**config.mk**
```make
export PLATFORM = sky130hd
export DESIGN_NAME = controlUnit
export DESIGN_NICKNAME = d
export VERILOG_FILES = /design/src/verilog/sparcCtrlPkg.sv /design/src/verilog/controlUnit.sv /design/src/verilog/ctrlSequencer.sv /design/src/verilog/ctrlWordGen.sv /design/src/verilog/instrDecoder.sv
export VERILOG_INCLUDE_DIRS = /design/src /design/src/verilog
export SDC_FILE = /design/constraint.sdc
export NUM_CORES = 1
export LEC_CHECK = 0
export ABC_AREA = 1
export BUFFER_PORTS_ARGS = -buffer_cell sky130_fd_sc_hd__buf_2
export CAP_MARGIN = 20
export CORE_MARGIN = 2
export CORE_UTILIZATION = 38
export CTS_CLUSTER_DIAMETER = 30
export DETAILED_ROUTE_END_ITERATION = 10
export GPL_ROUTABILITY_DRIVEN = 0
export PLACE_DENSITY = 0.71
export RECOVER_POWER = 100
export SLEW_MARGIN = 20
export SYNTH_ARGS = -nofsm -noshare
export SYNTH_HDL_FRONTEND = slang
export SYNTH_SLANG_ARGS = --single-unit
```
**constraint.sdc**
```tcl
create_clock -name Clk -period 2.7 [get_ports Clk]
set_input_delay 0.27 -clock Clk [delete_from_list [all_inputs] [get_ports Clk]]
set_output_delay 0.27 -clock Clk [all_outputs]
set_load 0.05 [all_outputs]
```
**src/verilog/ctrl_params.svh**
```systemverilog
`ifndef CTRL_PARAMS_SVH
`define CTRL_PARAMS_SVH

// Instruction word layout
`define INSTR_W 32
`define OP_HI 31
`define OP_LO 30
`define RD_HI 29
`define RD_LO 25
`define ANNUL_BIT 29
`define COND_HI 28
`define COND_LO 25
`define OP2_HI 24
`define OP2_LO 22
`define OP3_HI 24
`define OP3_LO 19
`define RS1_HI 18
`define RS1_LO 14
`define IMM_BIT 13
`define RS2_HI 4
`define RS2_LO 0
`define FLAG_BIT 4 // Inside op3, the cc variants

`define REG_ADDR_W 5
`define OP3_W 6
`define PSR_SEL_W 3

`define ZERO_REG 5'd0
`define LINK_REG 5'd15 // CALL writes the return address here
`define ALU_ADD 6'd0
`define RAM_FETCH_OP 6'd0 // Word load opcode used by fetch
`define PSR_FROM_ALU 3'd0
`define NPC_RESET_INC 32'd4 // Value of the ALU constant-four input

`endif

```
**src/verilog/sparcCtrlPkg.sv**
```systemverilog
`include "ctrl_params.svh"

package sparcCtrlPkg;

	typedef enum logic [2:0]
	{
		ClsSethi,
		ClsBranch,
		ClsCall,
		ClsJmpl,
		ClsArith,
		ClsLoad,
		ClsStore,
		ClsIllegal
	} instrClass_e;

	typedef enum logic [1:0]
	{
		BrAlways,
		BrNever,
		BrCond
	} branchKind_e;

	// One state per microstep, reset state first
	typedef enum logic [6:0]
	{
		StReset, StRstAlu, StRstNpc, StRstIdle,
		StFetchAddr, StFetchMar, StFetchWait, StFetchIr, StDecode,
		StPcSetup, StPcLoad, StPcRelease,
		StSethiSetup, StSethiWrite,
		StArithSetup, StArithWrite,
		StOpImm, StOpReg, // Operand B, shared by arith, memory and JMPL
		StLoadSetup, StLoadMar, StLoadWait, StLoadMdr, StLoadWrite,
		StStoreSetup, StStoreMar, StStoreData, StStoreMdr, StStoreWait,
		StCallSetup, StCallLink, StCallTarget, StCallNpc,
		StJmplSetup, StJmplLink, StJmplNpc,
		StBranch, StBrTaken, StBrTakenLoad, StBrAlwaysAnnul, StBrTargetNpc,
		StBrSkip, StBrSkipNpc, StBrSkipPc, StBrSkipNpc2,
		StIllegal
	} ctrlState_e;

	typedef enum logic [1:0]
	{
		AluARegA = 2'b00,
		AluAPc   = 2'b01,
		AluANpc  = 2'b10
	} aluASel_e;

	typedef enum logic [3:0]
	{
		AluBRegB   = 4'b0000,
		AluBExt    = 4'b0001,
		AluBMdr    = 4'b0010,
		AluBPc     = 4'b0011,
		AluBConst4 = 4'b0110
	} aluBSel_e;

	typedef enum logic [2:0]
	{
		ExtSimm13 = 3'b000,
		ExtDisp30 = 3'b011, // Word displacement times 4
		ExtImm22  = 3'b100, // Placed in the high bits
		ExtDisp22 = 3'b101
	} extSel_e;

	typedef enum logic [1:0]
	{
		PcInNpc = 2'b00,
		PcInAlu = 2'b01,
		PcInTbr = 2'b10
	} pcInSel_e;

	typedef struct packed
	{
		instrClass_e cls;
		branchKind_e brKind;
		logic [`REG_ADDR_W-1:0] rd;
		logic [`REG_ADDR_W-1:0] rs1;
		logic [`REG_ADDR_W-1:0] rs2;
		logic imm;
		logic annul;
		logic [`OP3_W-1:0] op3;
		logic setsFlags;
	} decodedInstr_t;

	typedef struct packed
	{
		logic IrEn;
		logic NpcEn;
		logic PcEn;
		logic MdrEn;
		logic MarEn;
		logic RegWrite;
		logic RamEn;
		logic PsrEn;
		logic PcClr;
		logic TrPrClr;
		logic TbrClr;
		logic PsrClr;
		aluASel_e AluASel;
		aluBSel_e AluBSel;
		extSel_e ExtSel;
		pcInSel_e PcInSel;
		logic [`PSR_SEL_W-1:0] PsrSel;
		logic MdrSel; // 1 takes the RAM data, 0 the ALU
		logic [`REG_ADDR_W-1:0] WrAddr;
		logic [`REG_ADDR_W-1:0] ReadA;
		logic [`REG_ADDR_W-1:0] ReadB;
		logic [`OP3_W-1:0] AluOp;
		logic [`OP3_W-1:0] RamOpCode;
	} ctrlWord_t;

endpackage

```
**src/verilog/controlUnit.sv**
```systemverilog
`timescale 1ns/100ps
`include "ctrl_params.svh"

module controlUnit (
	input  logic                    Clk,
	input  logic                    RESET,
	input  logic [`INSTR_W-1:0]     Ir,
	input  logic                    Mfc,
	input  logic                    Cond, // Condition outcome from outside
	output sparcCtrlPkg::ctrlWord_t Ctrl
);

	sparcCtrlPkg::decodedInstr_t Decoded;
	sparcCtrlPkg::ctrlState_e NextState;

	instrDecoder decoder (
		.Ir      (Ir),
		.Decoded (Decoded)
	);

	ctrlSequencer sequencer (
		.Clk       (Clk),
		.RESET     (RESET),
		.Decoded   (Decoded),
		.Mfc       (Mfc),
		.Cond      (Cond),
		.State     (),
		.NextState (NextState)
	);

	ctrlWordGen wordGen (
		.Clk       (Clk),
		.RESET     (RESET),
		.NextState (NextState),
		.Decoded   (Decoded),
		.Ctrl      (Ctrl)
	);

endmodule

```
**src/verilog/ctrlSequencer.sv**
```systemverilog
`timescale 1ns/100ps

module ctrlSequencer (
	input  logic                        Clk,
	input  logic                        RESET,
	input  sparcCtrlPkg::decodedInstr_t Decoded,
	input  logic                        Mfc,
	input  logic                        Cond,
	output sparcCtrlPkg::ctrlState_e    State,
	output sparcCtrlPkg::ctrlState_e    NextState
);

	sparcCtrlPkg::ctrlState_e operandState;
	sparcCtrlPkg::ctrlState_e afterOperand;

	always_ff @(posedge Clk)
	begin
		if (RESET)
			State <= sparcCtrlPkg::StReset;
		else
			State <= NextState;
	end

	always_comb
	begin
		if (Decoded.imm)
			operandState = sparcCtrlPkg::StOpImm;
		else
			operandState = sparcCtrlPkg::StOpReg;
	end

	// Where the shared operand states hand back to
	always_comb
	begin
		case (Decoded.cls)
			sparcCtrlPkg::ClsArith: afterOperand = sparcCtrlPkg::StArithWrite;
			sparcCtrlPkg::ClsLoad:  afterOperand = sparcCtrlPkg::StLoadMar;
			sparcCtrlPkg::ClsStore: afterOperand = sparcCtrlPkg::StStoreMar;
			default:                afterOperand = sparcCtrlPkg::StJmplNpc;
		endcase
	end

	always_comb
	begin
		NextState = sparcCtrlPkg::StFetchAddr;
		case (State)
			sparcCtrlPkg::StReset:     NextState = sparcCtrlPkg::StRstAlu;
			sparcCtrlPkg::StRstAlu:    NextState = sparcCtrlPkg::StRstNpc;
			sparcCtrlPkg::StRstNpc:    NextState = sparcCtrlPkg::StRstIdle;
			sparcCtrlPkg::StFetchAddr: NextState = sparcCtrlPkg::StFetchMar;
			sparcCtrlPkg::StFetchMar:  NextState = sparcCtrlPkg::StFetchWait;
			sparcCtrlPkg::StFetchWait:
			begin
				if (Mfc)
					NextState = sparcCtrlPkg::StFetchIr;
				else
					NextState = sparcCtrlPkg::StFetchWait;
			end
			sparcCtrlPkg::StFetchIr: NextState = sparcCtrlPkg::StDecode;
			sparcCtrlPkg::StDecode:
			begin
				case (Decoded.cls)
					sparcCtrlPkg::ClsSethi:  NextState = sparcCtrlPkg::StSethiSetup;
					sparcCtrlPkg::ClsBranch: NextState = sparcCtrlPkg::StBranch;
					sparcCtrlPkg::ClsCall:   NextState = sparcCtrlPkg::StCallSetup;
					sparcCtrlPkg::ClsJmpl:   NextState = sparcCtrlPkg::StJmplSetup;
					sparcCtrlPkg::ClsArith:  NextState = sparcCtrlPkg::StArithSetup;
					sparcCtrlPkg::ClsLoad:   NextState = sparcCtrlPkg::StLoadSetup;
					sparcCtrlPkg::ClsStore:  NextState = sparcCtrlPkg::StStoreSetup;
					default:                 NextState = sparcCtrlPkg::StIllegal;
				endcase
			end
			sparcCtrlPkg::StPcSetup:    NextState = sparcCtrlPkg::StPcLoad;
			sparcCtrlPkg::StPcLoad:     NextState = sparcCtrlPkg::StPcRelease;
			sparcCtrlPkg::StSethiSetup: NextState = sparcCtrlPkg::StSethiWrite;
			sparcCtrlPkg::StSethiWrite: NextState = sparcCtrlPkg::StPcSetup;
			sparcCtrlPkg::StArithSetup: NextState = operandState;
			sparcCtrlPkg::StLoadSetup:  NextState = operandState;
			sparcCtrlPkg::StStoreSetup: NextState = operandState;
			sparcCtrlPkg::StJmplLink:   NextState = operandState;
			sparcCtrlPkg::StOpImm:      NextState = afterOperand;
			sparcCtrlPkg::StOpReg:      NextState = afterOperand;
			sparcCtrlPkg::StArithWrite: NextState = sparcCtrlPkg::StPcSetup;
			sparcCtrlPkg::StLoadMar:    NextState = sparcCtrlPkg::StLoadWait;
			sparcCtrlPkg::StLoadWait:
			begin
				if (Mfc)
					NextState = sparcCtrlPkg::StLoadMdr;
				else
					NextState = sparcCtrlPkg::StLoadWait;
			end
			sparcCtrlPkg::StLoadMdr:   NextState = sparcCtrlPkg::StLoadWrite;
			sparcCtrlPkg::StLoadWrite: NextState = sparcCtrlPkg::StPcSetup;
			sparcCtrlPkg::StStoreMar:  NextState = sparcCtrlPkg::StStoreData;
			sparcCtrlPkg::StStoreData: NextState = sparcCtrlPkg::StStoreMdr;
			sparcCtrlPkg::StStoreMdr:  NextState = sparcCtrlPkg::StStoreWait;
			sparcCtrlPkg::StStoreWait:
			begin
				if (Mfc)
					NextState = sparcCtrlPkg::StPcSetup;
				else
					NextState = sparcCtrlPkg::StStoreWait;
			end
			sparcCtrlPkg::StCallSetup:  NextState = sparcCtrlPkg::StCallLink;
			sparcCtrlPkg::StCallLink:   NextState = sparcCtrlPkg::StCallTarget;
			sparcCtrlPkg::StCallTarget: NextState = sparcCtrlPkg::StCallNpc;
			sparcCtrlPkg::StJmplSetup:  NextState = sparcCtrlPkg::StJmplLink;
			sparcCtrlPkg::StBranch:
			begin
				// Only BA,a annuls a taken delay slot
				if (Decoded.brKind == sparcCtrlPkg::BrAlways)
				begin
					if (Decoded.annul)
						NextState = sparcCtrlPkg::StBrAlwaysAnnul;
					else
						NextState = sparcCtrlPkg::StBrTaken;
				end
				else if (Decoded.brKind == sparcCtrlPkg::BrCond && Cond)
					NextState = sparcCtrlPkg::StBrTaken;
				else if (Decoded.annul)
					NextState = sparcCtrlPkg::StBrSkip; // Not taken, skip delay slot
				else
					NextState = sparcCtrlPkg::StPcSetup;
			end
			sparcCtrlPkg::StBrTaken:       NextState = sparcCtrlPkg::StBrTakenLoad;
			sparcCtrlPkg::StBrAlwaysAnnul: NextState = sparcCtrlPkg::StBrTargetNpc;
			sparcCtrlPkg::StBrTargetNpc:   NextState = sparcCtrlPkg::StBrSkipPc;
			sparcCtrlPkg::StBrSkip:        NextState = sparcCtrlPkg::StBrSkipNpc;
			sparcCtrlPkg::StBrSkipNpc:     NextState = sparcCtrlPkg::StBrSkipPc;
			sparcCtrlPkg::StBrSkipPc:      NextState = sparcCtrlPkg::StBrSkipNpc2;
			sparcCtrlPkg::StIllegal:       NextState = sparcCtrlPkg::StPcSetup; // No-op
			default:                       NextState = sparcCtrlPkg::StFetchAddr;
		endcase
	end

	// Memory stall holds the sequencer in place
	assert property (@(posedge Clk) disable iff (RESET)
		(State inside {sparcCtrlPkg::StFetchWait, sparcCtrlPkg::StLoadWait,
			sparcCtrlPkg::StStoreWait}) && !Mfc |=> State == $past(State))
		else $error("wait state left without Mfc");

	assert property (@(posedge Clk) disable iff (RESET)
		State == sparcCtrlPkg::StDecode |=> State inside {sparcCtrlPkg::StSethiSetup,
			sparcCtrlPkg::StBranch, sparcCtrlPkg::StCallSetup, sparcCtrlPkg::StJmplSetup,
			sparcCtrlPkg::StArithSetup, sparcCtrlPkg::StLoadSetup,
			sparcCtrlPkg::StStoreSetup, sparcCtrlPkg::StIllegal})
		else $error("decode not followed by a class state");

endmodule

```
**src/verilog/ctrlWordGen.sv**
```systemverilog
`timescale 1ns/100ps
`include "ctrl_params.svh"

module ctrlWordGen (
	input  logic                        Clk,
	input  logic                        RESET,
	input  sparcCtrlPkg::ctrlState_e    NextState,
	input  sparcCtrlPkg::decodedInstr_t Decoded,
	output sparcCtrlPkg::ctrlWord_t     Ctrl
);

	// Word for the state being entered so outputs move only at edges
	always_ff @(posedge Clk)
	begin
		if (RESET)
		begin
			Ctrl <= '0;
			Ctrl.PcClr <= 1'b1;
			Ctrl.TrPrClr <= 1'b1;
			Ctrl.TbrClr <= 1'b1;
			Ctrl.PsrClr <= 1'b1;
		end
		else
		begin
			Ctrl.PcClr <= 1'b0;
			Ctrl.TrPrClr <= 1'b0;
			Ctrl.TbrClr <= 1'b0;
			Ctrl.PsrClr <= 1'b0;

			// One-cycle strobes
			Ctrl.IrEn <= NextState == sparcCtrlPkg::StFetchIr;
			Ctrl.NpcEn <= NextState inside {sparcCtrlPkg::StRstNpc, sparcCtrlPkg::StPcLoad,
				sparcCtrlPkg::StCallNpc, sparcCtrlPkg::StJmplNpc, sparcCtrlPkg::StBrTakenLoad,
				sparcCtrlPkg::StBrTargetNpc, sparcCtrlPkg::StBrSkipNpc, sparcCtrlPkg::StBrSkipNpc2};
			Ctrl.PcEn <= NextState inside {sparcCtrlPkg::StPcLoad, sparcCtrlPkg::StCallLink,
				sparcCtrlPkg::StJmplLink, sparcCtrlPkg::StBrTakenLoad, sparcCtrlPkg::StBrSkipPc};
			Ctrl.MdrEn <= NextState inside {sparcCtrlPkg::StLoadMdr, sparcCtrlPkg::StStoreMdr};
			Ctrl.MarEn <= NextState inside {sparcCtrlPkg::StFetchMar, sparcCtrlPkg::StLoadMar,
				sparcCtrlPkg::StStoreMar};
			Ctrl.RegWrite <= NextState inside {sparcCtrlPkg::StSethiWrite,
				sparcCtrlPkg::StArithWrite, sparcCtrlPkg::StLoadWrite, sparcCtrlPkg::StCallLink,
				sparcCtrlPkg::StJmplLink};
			// Level request held by the wait states until Mfc
			Ctrl.RamEn <= NextState inside {sparcCtrlPkg::StFetchWait, sparcCtrlPkg::StLoadWait,
				sparcCtrlPkg::StStoreWait};
			Ctrl.PsrEn <= NextState == sparcCtrlPkg::StArithWrite && Decoded.setsFlags;

			case (NextState)
				sparcCtrlPkg::StRstAlu:
				begin
					Ctrl.AluASel <= sparcCtrlPkg::AluAPc; // PC is zero after the clear
					Ctrl.AluBSel <= sparcCtrlPkg::AluBConst4;
					Ctrl.ReadA <= `ZERO_REG;
					Ctrl.AluOp <= `ALU_ADD;
				end
				sparcCtrlPkg::StFetchAddr:
				begin
					Ctrl.AluASel <= sparcCtrlPkg::AluARegA;
					Ctrl.ReadA <= `ZERO_REG; // r0 + PC
					Ctrl.AluBSel <= sparcCtrlPkg::AluBPc;
					Ctrl.AluOp <= `ALU_ADD;
				end
				sparcCtrlPkg::StFetchMar: Ctrl.RamOpCode <= `RAM_FETCH_OP;
				sparcCtrlPkg::StPcSetup, sparcCtrlPkg::StBrSkip, sparcCtrlPkg::StBrSkipPc:
				begin
					// nPC + 4 toward nPC, nPC toward PC
					Ctrl.AluASel <= sparcCtrlPkg::AluANpc;
					Ctrl.AluBSel <= sparcCtrlPkg::AluBConst4;
					Ctrl.AluOp <= `ALU_ADD;
					Ctrl.PcInSel <= sparcCtrlPkg::PcInNpc;
				end
				sparcCtrlPkg::StSethiSetup:
				begin
					Ctrl.ExtSel <= sparcCtrlPkg::ExtImm22;
					Ctrl.AluASel <= sparcCtrlPkg::AluARegA;
					Ctrl.ReadA <= `ZERO_REG;
					Ctrl.AluBSel <= sparcCtrlPkg::AluBExt;
					Ctrl.WrAddr <= Decoded.rd;
					Ctrl.AluOp <= `ALU_ADD;
				end
				sparcCtrlPkg::StArithSetup:
				begin
					Ctrl.AluASel <= sparcCtrlPkg::AluARegA;
					Ctrl.ReadA <= Decoded.rs1;
					Ctrl.WrAddr <= Decoded.rd;
					Ctrl.AluOp <= Decoded.op3;
					Ctrl.PsrSel <= `PSR_FROM_ALU;
				end
				sparcCtrlPkg::StLoadSetup, sparcCtrlPkg::StStoreSetup:
				begin
					Ctrl.AluASel <= sparcCtrlPkg::AluARegA;
					Ctrl.ReadA <= Decoded.rs1; // Address is rs1 + operand B
					Ctrl.WrAddr <= Decoded.rd;
					Ctrl.AluOp <= `ALU_ADD;
					Ctrl.RamOpCode <= Decoded.op3;
				end
				sparcCtrlPkg::StOpImm:
				begin
					Ctrl.AluASel <= sparcCtrlPkg::AluARegA;
					Ctrl.ReadA <= Decoded.rs1;
					Ctrl.ExtSel <= sparcCtrlPkg::ExtSimm13;
					Ctrl.AluBSel <= sparcCtrlPkg::AluBExt;
				end
				sparcCtrlPkg::StOpReg:
				begin
					Ctrl.AluASel <= sparcCtrlPkg::AluARegA;
					Ctrl.ReadA <= Decoded.rs1;
					Ctrl.ReadB <= Decoded.rs2;
					Ctrl.AluBSel <= sparcCtrlPkg::AluBRegB;
				end
				sparcCtrlPkg::StLoadWait:
				begin
					Ctrl.MdrSel <= 1'b1;
					Ctrl.ReadA <= `ZERO_REG; // r0 + MDR for the write back
					Ctrl.AluBSel <= sparcCtrlPkg::AluBMdr;
				end
				sparcCtrlPkg::StStoreData:
				begin
					Ctrl.ReadA <= Decoded.rd;
					Ctrl.ReadB <= `ZERO_REG;
					Ctrl.AluBSel <= sparcCtrlPkg::AluBRegB;
					Ctrl.MdrSel <= 1'b0;
				end
				sparcCtrlPkg::StCallSetup, sparcCtrlPkg::StJmplSetup:
				begin
					if (Decoded.cls == sparcCtrlPkg::ClsCall)
						Ctrl.WrAddr <= `LINK_REG;
					else
						Ctrl.WrAddr <= Decoded.rd;
					Ctrl.AluASel <= sparcCtrlPkg::AluARegA;
					Ctrl.ReadA <= `ZERO_REG;
					Ctrl.AluBSel <= sparcCtrlPkg::AluBPc;
					Ctrl.AluOp <= `ALU_ADD;
					Ctrl.PcInSel <= sparcCtrlPkg::PcInNpc;
				end
				sparcCtrlPkg::StCallTarget:
				begin
					Ctrl.ReadA <= `LINK_REG; // Saved PC + disp30 * 4
					Ctrl.AluBSel <= sparcCtrlPkg::AluBExt;
					Ctrl.ExtSel <= sparcCtrlPkg::ExtDisp30;
				end
				sparcCtrlPkg::StBrTaken, sparcCtrlPkg::StBrAlwaysAnnul:
				begin
					Ctrl.ExtSel <= sparcCtrlPkg::ExtDisp22;
					Ctrl.AluASel <= sparcCtrlPkg::AluAPc;
					Ctrl.AluBSel <= sparcCtrlPkg::AluBExt;
					Ctrl.AluOp <= `ALU_ADD;
					Ctrl.PcInSel <= sparcCtrlPkg::PcInNpc;
				end
				default: ;
			endcase
		end
	end

	assert property (@(posedge Clk)
		Ctrl.PcClr |-> !(Ctrl.IrEn || Ctrl.NpcEn || Ctrl.PcEn || Ctrl.MdrEn || Ctrl.MarEn
			|| Ctrl.RegWrite || Ctrl.RamEn || Ctrl.PsrEn))
		else $error("enable active during clear");

	assert property (@(posedge Clk) disable iff (RESET) !(Ctrl.MarEn && Ctrl.RamEn))
		else $error("MarEn and RamEn overlap");

endmodule

```
**src/verilog/instrDecoder.sv**
```systemverilog
`timescale 1ns/100ps
`include "ctrl_params.svh"

module instrDecoder (
	input  logic [`INSTR_W-1:0]        Ir,
	output sparcCtrlPkg::decodedInstr_t Decoded
);

	logic [1:0] opField;
	logic [2:0] op2;
	logic [`OP3_W-1:0] op3;
	logic [3:0] cond;
	logic isLoad;
	logic isStore;
	logic isArith;

	assign opField = Ir[`OP_HI:`OP_LO];
	assign op2 = Ir[`OP2_HI:`OP2_LO];
	assign op3 = Ir[`OP3_HI:`OP3_LO];
	assign cond = Ir[`COND_HI:`COND_LO];

	// Word, unsigned byte/half and signed byte/half loads
	assign isLoad = op3 inside {6'b000000, 6'b000001, 6'b000010, 6'b001001, 6'b001010};
	assign isStore = op3 inside {6'b000100, 6'b000101, 6'b000110};
	// ALU group plus the three shifts
	assign isArith = !op3[5] || (op3 inside {6'b100101, 6'b100110, 6'b100111});

	always_comb
	begin
		Decoded.rd = Ir[`RD_HI:`RD_LO];
		Decoded.rs1 = Ir[`RS1_HI:`RS1_LO];
		Decoded.rs2 = Ir[`RS2_HI:`RS2_LO];
		Decoded.imm = Ir[`IMM_BIT];
		Decoded.annul = Ir[`ANNUL_BIT];
		Decoded.op3 = op3;
		Decoded.cls = sparcCtrlPkg::ClsIllegal;

		if (cond == 4'b1000)
			Decoded.brKind = sparcCtrlPkg::BrAlways;
		else if (cond == 4'b0000)
			Decoded.brKind = sparcCtrlPkg::BrNever;
		else
			Decoded.brKind = sparcCtrlPkg::BrCond;

		case (opField)
			2'b00:
			begin
				if (op2 == 3'b100)
					Decoded.cls = sparcCtrlPkg::ClsSethi;
				else if (op2 == 3'b010)
					Decoded.cls = sparcCtrlPkg::ClsBranch; // Bicc only
			end
			2'b01: Decoded.cls = sparcCtrlPkg::ClsCall;
			2'b10:
			begin
				if (op3 == 6'b111000)
					Decoded.cls = sparcCtrlPkg::ClsJmpl;
				else if (isArith)
					Decoded.cls = sparcCtrlPkg::ClsArith;
			end
			default:
			begin
				if (isLoad)
					Decoded.cls = sparcCtrlPkg::ClsLoad;
				else if (isStore)
					Decoded.cls = sparcCtrlPkg::ClsStore;
			end
		endcase

		// cc variants update the flags
		Decoded.setsFlags = (Decoded.cls == sparcCtrlPkg::ClsArith) && op3[`FLAG_BIT];
	end

endmodule

```
## Word-level counts from Yosys, hierarchy flattened

Index checks and enable logic that the tools add are counted.

| word-level totals | value |
|---|---|
| register bits | 56 |
| output and inout port bits | 54 |

| cells by class | value |
|---|---|
| multiplexer cells | 31 |
| reductions and logical operators | 47 |
| equal/unequal tests | 100 |

Operators by type and width:

| operator | number |
|---|---|
| $eq 7x5->1 const B | 31 |
| $pmux 7 s31 | 1 |
| $eq 7x6->1 const B | 21 |
| $eq 7x4->1 const B | 13 |
| $eq 7x3->1 const B | 8 |
| $mux 46 | 1 |
| $pmux 6 s7 | 1 |
| $eq 6x6->1 const B | 4 |
| $pmux 6 s2 | 2 |
| $pmux 4 s5 | 1 |
| $pmux 5 s2 | 2 |
| $pmux 5 s4 | 1 |
| $reduce_bool 5->1 | 4 |
| $eq 6x3->1 const B | 3 |
| $pmux 6 s3 | 1 |
| $reduce_or 4->1 | 4 |
| $reduce_bool 3->1 | 5 |
| $eq 7x1->1 const B | 2 |
| $eq 7x2->1 const B | 2 |
| $mux 7 | 2 |
| $eq 3x3->1 const B | 4 |
| $eq 6x4->1 const B | 2 |
| $mux 3 | 4 |
| $pmux 3 s4 | 1 |
| other kinds (31) | 58 |

## Logic depth before layout (Yosys ltp)

| depth | value |
|---|---|
| word-level depth | 13 |
| gate-level depth with buffers | 22 |
| mapped depth without buffers | 22 |

## Modules after synthesis

From an unflattened synthesis, not the netlist that was laid out.

| unflattened totals | value |
|---|---|
| cells, all modules | 601 |
| area, all modules | 3,709.8 um^2 |

By module, submodules not included:

| module | cells an instance | times used | area an instance (um^2) | sequential area each (um^2) |
|---|---|---|---|---|
| ctrlWordGen | 331 | 1 | 2,352.3 | 900.9 |
| ctrlSequencer | 207 | 1 | 1,009.7 | 120.1 |
| instrDecoder | 63 | 1 | 347.8 | 0.0 |

## Worst setup path after synthesis

No wires, ideal clock.

| timing | value |
|---|---|
| path type | flip-flop to flip-flop |
| start | register sequencer.State[3] |
| end | register, netlist name wordGen.Ctrl[22] |
| period minus slack after synthesis | 2.208 ns |
| cell stages (with the launch flop) | 18 |
| slack | 0.492 ns |
| library setup time | 0.118 ns |
| buffers on the path | 0 |
| arrival | 2.090 ns |
| path through | dfxtp_1 nor2_2 nand3_1 nand2_2 nor2_4 nor2_4 nor2_1 nand2_1 nor2_4 nand2_4 nor2_4 nand3_2 nand2_1 inv_1 nand2_2 nor2_4 nor3_1 nor2_1 |

| on the way | value |
|---|---|
| cells in the longest elaborated chain, start to end | 6 |
| elaborated cells between the ends (all ways) | 54 |

RTL lines:

| element | line | source |
|---|---|---|
| start: declaration | ctrlSequencer.sv:9 | `output sparcCtrlPkg::ctrlState_e State,` |
| start signal: assignment | ctrlSequencer.sv:19 | `State <= sparcCtrlPkg::StReset;` |
| start signal: assignment | ctrlSequencer.sv:21 | `State <= NextState;` |
| $eq 7x4->1 (tied with other cells) | ctrlSequencer.sv:46 | `case (State)` |
| $reduce_or 4->1 (no line) or $reduce_or 2->1 (tied branches) | -- |  |
| $pmux 7 s31 * | ctrlSequencer.sv:46 |  |
| $eq 7x4->1 (tied with other cells) | ctrlWordGen.sv:48 | `case (NextState)` |
| $reduce_or 4->1 (no line) or $reduce_or 2->1 (tied branches) | -- |  |
| $pmux 5 s2 or $reduce_bool 2->1 (tied branches) | -- |  |

Mark *: on every way between the ends. The rest lies on a longest branch, timed or not.
A chain may end at the register's enable or synchronous reset.

## Worst setup path after layout

| timing | value |
|---|---|
| start | register sequencer.State[4] |
| end | register, netlist name wordGen.Ctrl[26] |

| on the way | value |
|---|---|
| cells in the longest elaborated chain, start to end | 6 |
| elaborated cells between the ends (all ways) | 54 |

RTL lines:

| element | line |
|---|---|
| $eq 7x4->1 (tied with other cells) | ctrlSequencer.sv:46 |
| $reduce_or 4->1 (no line) or $reduce_or 2->1 (tied branches) | -- |
| $pmux 7 s31 * | ctrlSequencer.sv:46 |
| $eq 7x4->1 (tied with other cells) | ctrlWordGen.sv:48 |
| $reduce_or 4->1 (no line) or $reduce_or 2->1 (tied branches) | -- |
| $pmux 5 s2 or $reduce_bool 2->1 (tied branches) | -- |

Marked as above.

==> metrics.md <==
| Metric | Value |
|---|---|
| Max FO, Critical Path | 6 |
| Number of fill cells in the layout | 908 |
| Hold_buf cts | 0 |
| Worst vdd ir | ~460 µV |
| Worst-path clk slew | about 100 ps |
| Cells after Synth | 540 |
| Slowest-stage cell, CP | dfxtp_2 |
| Fmax | 0.384 GHz |
| Fin crit share | 0.965 |
| Sequential element share of the synthesized area | 0.301 |
| Total gr overflow | 0 |
| Final layout net count | 681 |
| DRT iter0 DRCs | roughly 390 |
| Cell count of the worst hold path | 3 |
| Worst reg2reg path depth | 20 |
| Max cap viols | 0 |
| Final HPWL DP | 7450 µm |
| Synth warnings | 0 |
| Synth top area cells | dfxtp_1, nand2_1, nand3_1 |
| Die width | just under 100 µm |
| H-tree levels | 2 |
| CP Data Required Time | around 2900 ps |
| Leak Pwr | ~2.1 nW |
| Combinational power share | 0.615 |
| Switch share | 0.517 |
| Post-synth top area cell | dfxtp_1 |
| Synth unique cells | 35 |
| Drt total wl | 9900 µm |
| Pin slew with the least headroom to its limit | ~630 ps |
| Register share of total power | 0.254 |
| Die Ht | 98.5 µm |
| Longest Clk Path Bufs | 2 |
| Diode count | 0 |
| Finished Cell Area | 4260 µm² |
| # IOs | 90 |
| Layout cells sized above 1 | 0.246 |
| Slew Viols, Final | 0 |
| PD cells | 873 nW/µm² |
| Die area | 9700 µm² |
| Largest net degree at the start of global routing | 30 |
| PortBufs | 75 |
| Layout area overhead | 25.5% |
| Final Skew | 8.21 ps |
| Final Hold Vio Count | 0 |
| Via count | 3,953 |
| Status | complete, no violations |
| Final core utilization | 0.491 |
| Crit-path cells | buf_6, inv_4, nor2_4, buf_4, nand3_1, nand2_1, nor2_1, nand2_1, nor2_1, nand2_1, nor2_4, nand2_4, nor2_4, nand3_4, buf_6, buf_4, nand2_1, nand2_1, o21ai_1, nor2_1 |
| Min Tclk post-route | 2600 ps |
| Worst relative slew slack | 0.583 |
| Critical Path AT | 2800 ps |
| Clock sinks | 51 |
| Avg Synthesized Cell Area | roughly 6.3 µm² |
| First-pass GRT wire length | between 15,000 and 20,000 µm |
| DP Area | 4050 µm² |
| Pint | 1.80 mW |
| # DRC | 0 |
| Vias in the first global route | 3,575 |
| Clock power share | 0.131 |
| CTS tree | built |
| Worst min-delay path category | input port to register |
| GRT Total Usage | 0.198 |
| Number of buffers created by CTS | 5 |
| Switching power | about 1.9 mW |
| # setup viols final | 0 |
| Antenna violations before repair | 0 |
| Critical Setup Path Class | register to register |
| WL/cell | 13.1 µm |
| Vias per inst | 5.24 |
| Synthesized area | 3390 µm² |
| FP Rows | 34 |
| Yosys reg bits | 51 |
| Initial core utilization | 0.391 |
| Crit path top cell by count | nand2_1 |
| Slowest stage delay, CP | 350 ps |
| Core area | 8680 µm² |
| Clock latency on the worst-skew pair | slightly above 300 ps |
| Root buf cell | clkbuf_8 |
| DRT antenna net count | 0 |
| Crit start category | register |
| Initial DRT Pass Iterations | 6 |
| Worst Setup End Kind | register |
| Yosys top cell area share | 0.301 |
==> cell families (layout without fill, tap and decap cells) <==
kind of cell | after synthesis | count (layout) | share of synthesized area
buffers and inverters | 86 | 186 | 0.110
other | 1 | 6 | 0.00111
AOI/OAI and AO/OA | 58 | 58 | 0.0929
and+or+nand+nor | 344 | 345 | 0.495
DFF | 51 | 51 | 0.301
==> path summary, 6_finish.rpt <==
| kind | startpoint | end | slack, ps |
|---|---|---|---|
| min | Ir[0] | wordGen.Ctrl[12] | 200 |
| max | sequencer.State[4] | wordGen.Ctrl[26] | 100 |
| min reg2reg | wordGen.Ctrl[4] | wordGen.Ctrl[4] | 440 |
| max reg2reg | sequencer.State[4] | wordGen.Ctrl[26] | 100 |
==> synthesized netlist by cell type, drive strengths merged <==
master / number
conb: 1
nor3: 15
o211ai: 1
inv: 69
a31oi: 2
nand3: 70
dfxtp: 51
clkbuf: 4
nor2: 100
buf: 13
nand4: 8
o31ai: 1
o21ba: 1
o21ai: 15
o21a: 1
nor3b: 1
nand2: 149
a21boi: 1
o2111ai: 1
a21oi: 35
nor4: 1
==> placed cells by master (no fill, tap or decap), drive strengths merged, types with 2 or more instances in the layout <==
| cell | n |
|---|---|
| nand2 | 149 |
| nor2 | 101 |
| nand3 | 70 |
| inv | 69 |
| buf | 61 |
| clkbuf | 54 |
| dfxtp | 51 |
| a21oi | 35 |
| o21ai | 15 |
| nor3 | 15 |
| nand4 | 8 |
| conb | 6 |
| a31oi | 2 |
==> power groups by stage <==
stage | Clock [mW] | Sequential, mW | Combinational, mW
2_1_floorplan | 0 | 1.18 | 1.36
3_3_place_gp | 0 | 0.936 | 2.12
3_5_place_dp | 0 | 0.936 | 2.16
4_1_cts | 0.501 | 0.920 | 2.17
5_1_grt | 0.526 | 0.958 | 2.51
6_report | 0.488 | 0.945 | 2.29
==> sequential cells by signal (all words and copies together), names as in the netlist <==
signal / cells
sequencer.State: 6
wordGen.Ctrl: 45
==> worst max-delay path: cells and delay by family (launching register included) <==
family / cells / cell delay (ps)
buf+inv: 5 / 630
flops: 1 / 350
simple gates: 14 / 1420
compound gates: 1 / 70
==> final cells by class <==
type                       count  area, µm²  share of cell area
clock buffer                   6       82.6              0.0194
sequential                    51       1030               0.242
multi-input combinational    409       2140               0.502
inverter                      69        267              0.0626
timing repair buffer         109        591               0.139
tap                          108        135              0.0317
clock inverter                 2       16.3             0.00382
==> layer usage <==
| metal | GRT usage | part of all wire |
|---|---|---|
| met5 | 0 | 0 |
| met4 | 0.0569 | 0.033 |
| met3 | 0.0376 | 0.089 |
| met2 | 0.329 | 0.44 |
| met1 | 0.264 | 0.43 |
==> per-stage QoR <==
stage | setup TNS, ps | worst slack (ps) | instances | total power, mW | hold WS (ps)
2_1_floorplan | 0 | 492 | 545 | 2.54 | 298
3_3_place_gp | 0 | 145 | 741 | 3.06 | 427
3_5_place_dp | 0 | 98.2 | 741 | 3.10 | 427
4_1_cts | 0 | 44.2 | 749 | 3.59 | 191
5_1_grt | -302 | -54.4 | 754 | 4.00 | 212
6_report | 0 | 95.6 | 754 | 3.72 | 198
==> repair_timing <==
action / 4_1_cts / 5_1_grt
setup buffers: 0 / 5
resized for setup: 0 / 42
endpoints found under the setup margin: 0 / 30
Note: power is estimated with default switching activity, not from simulation.
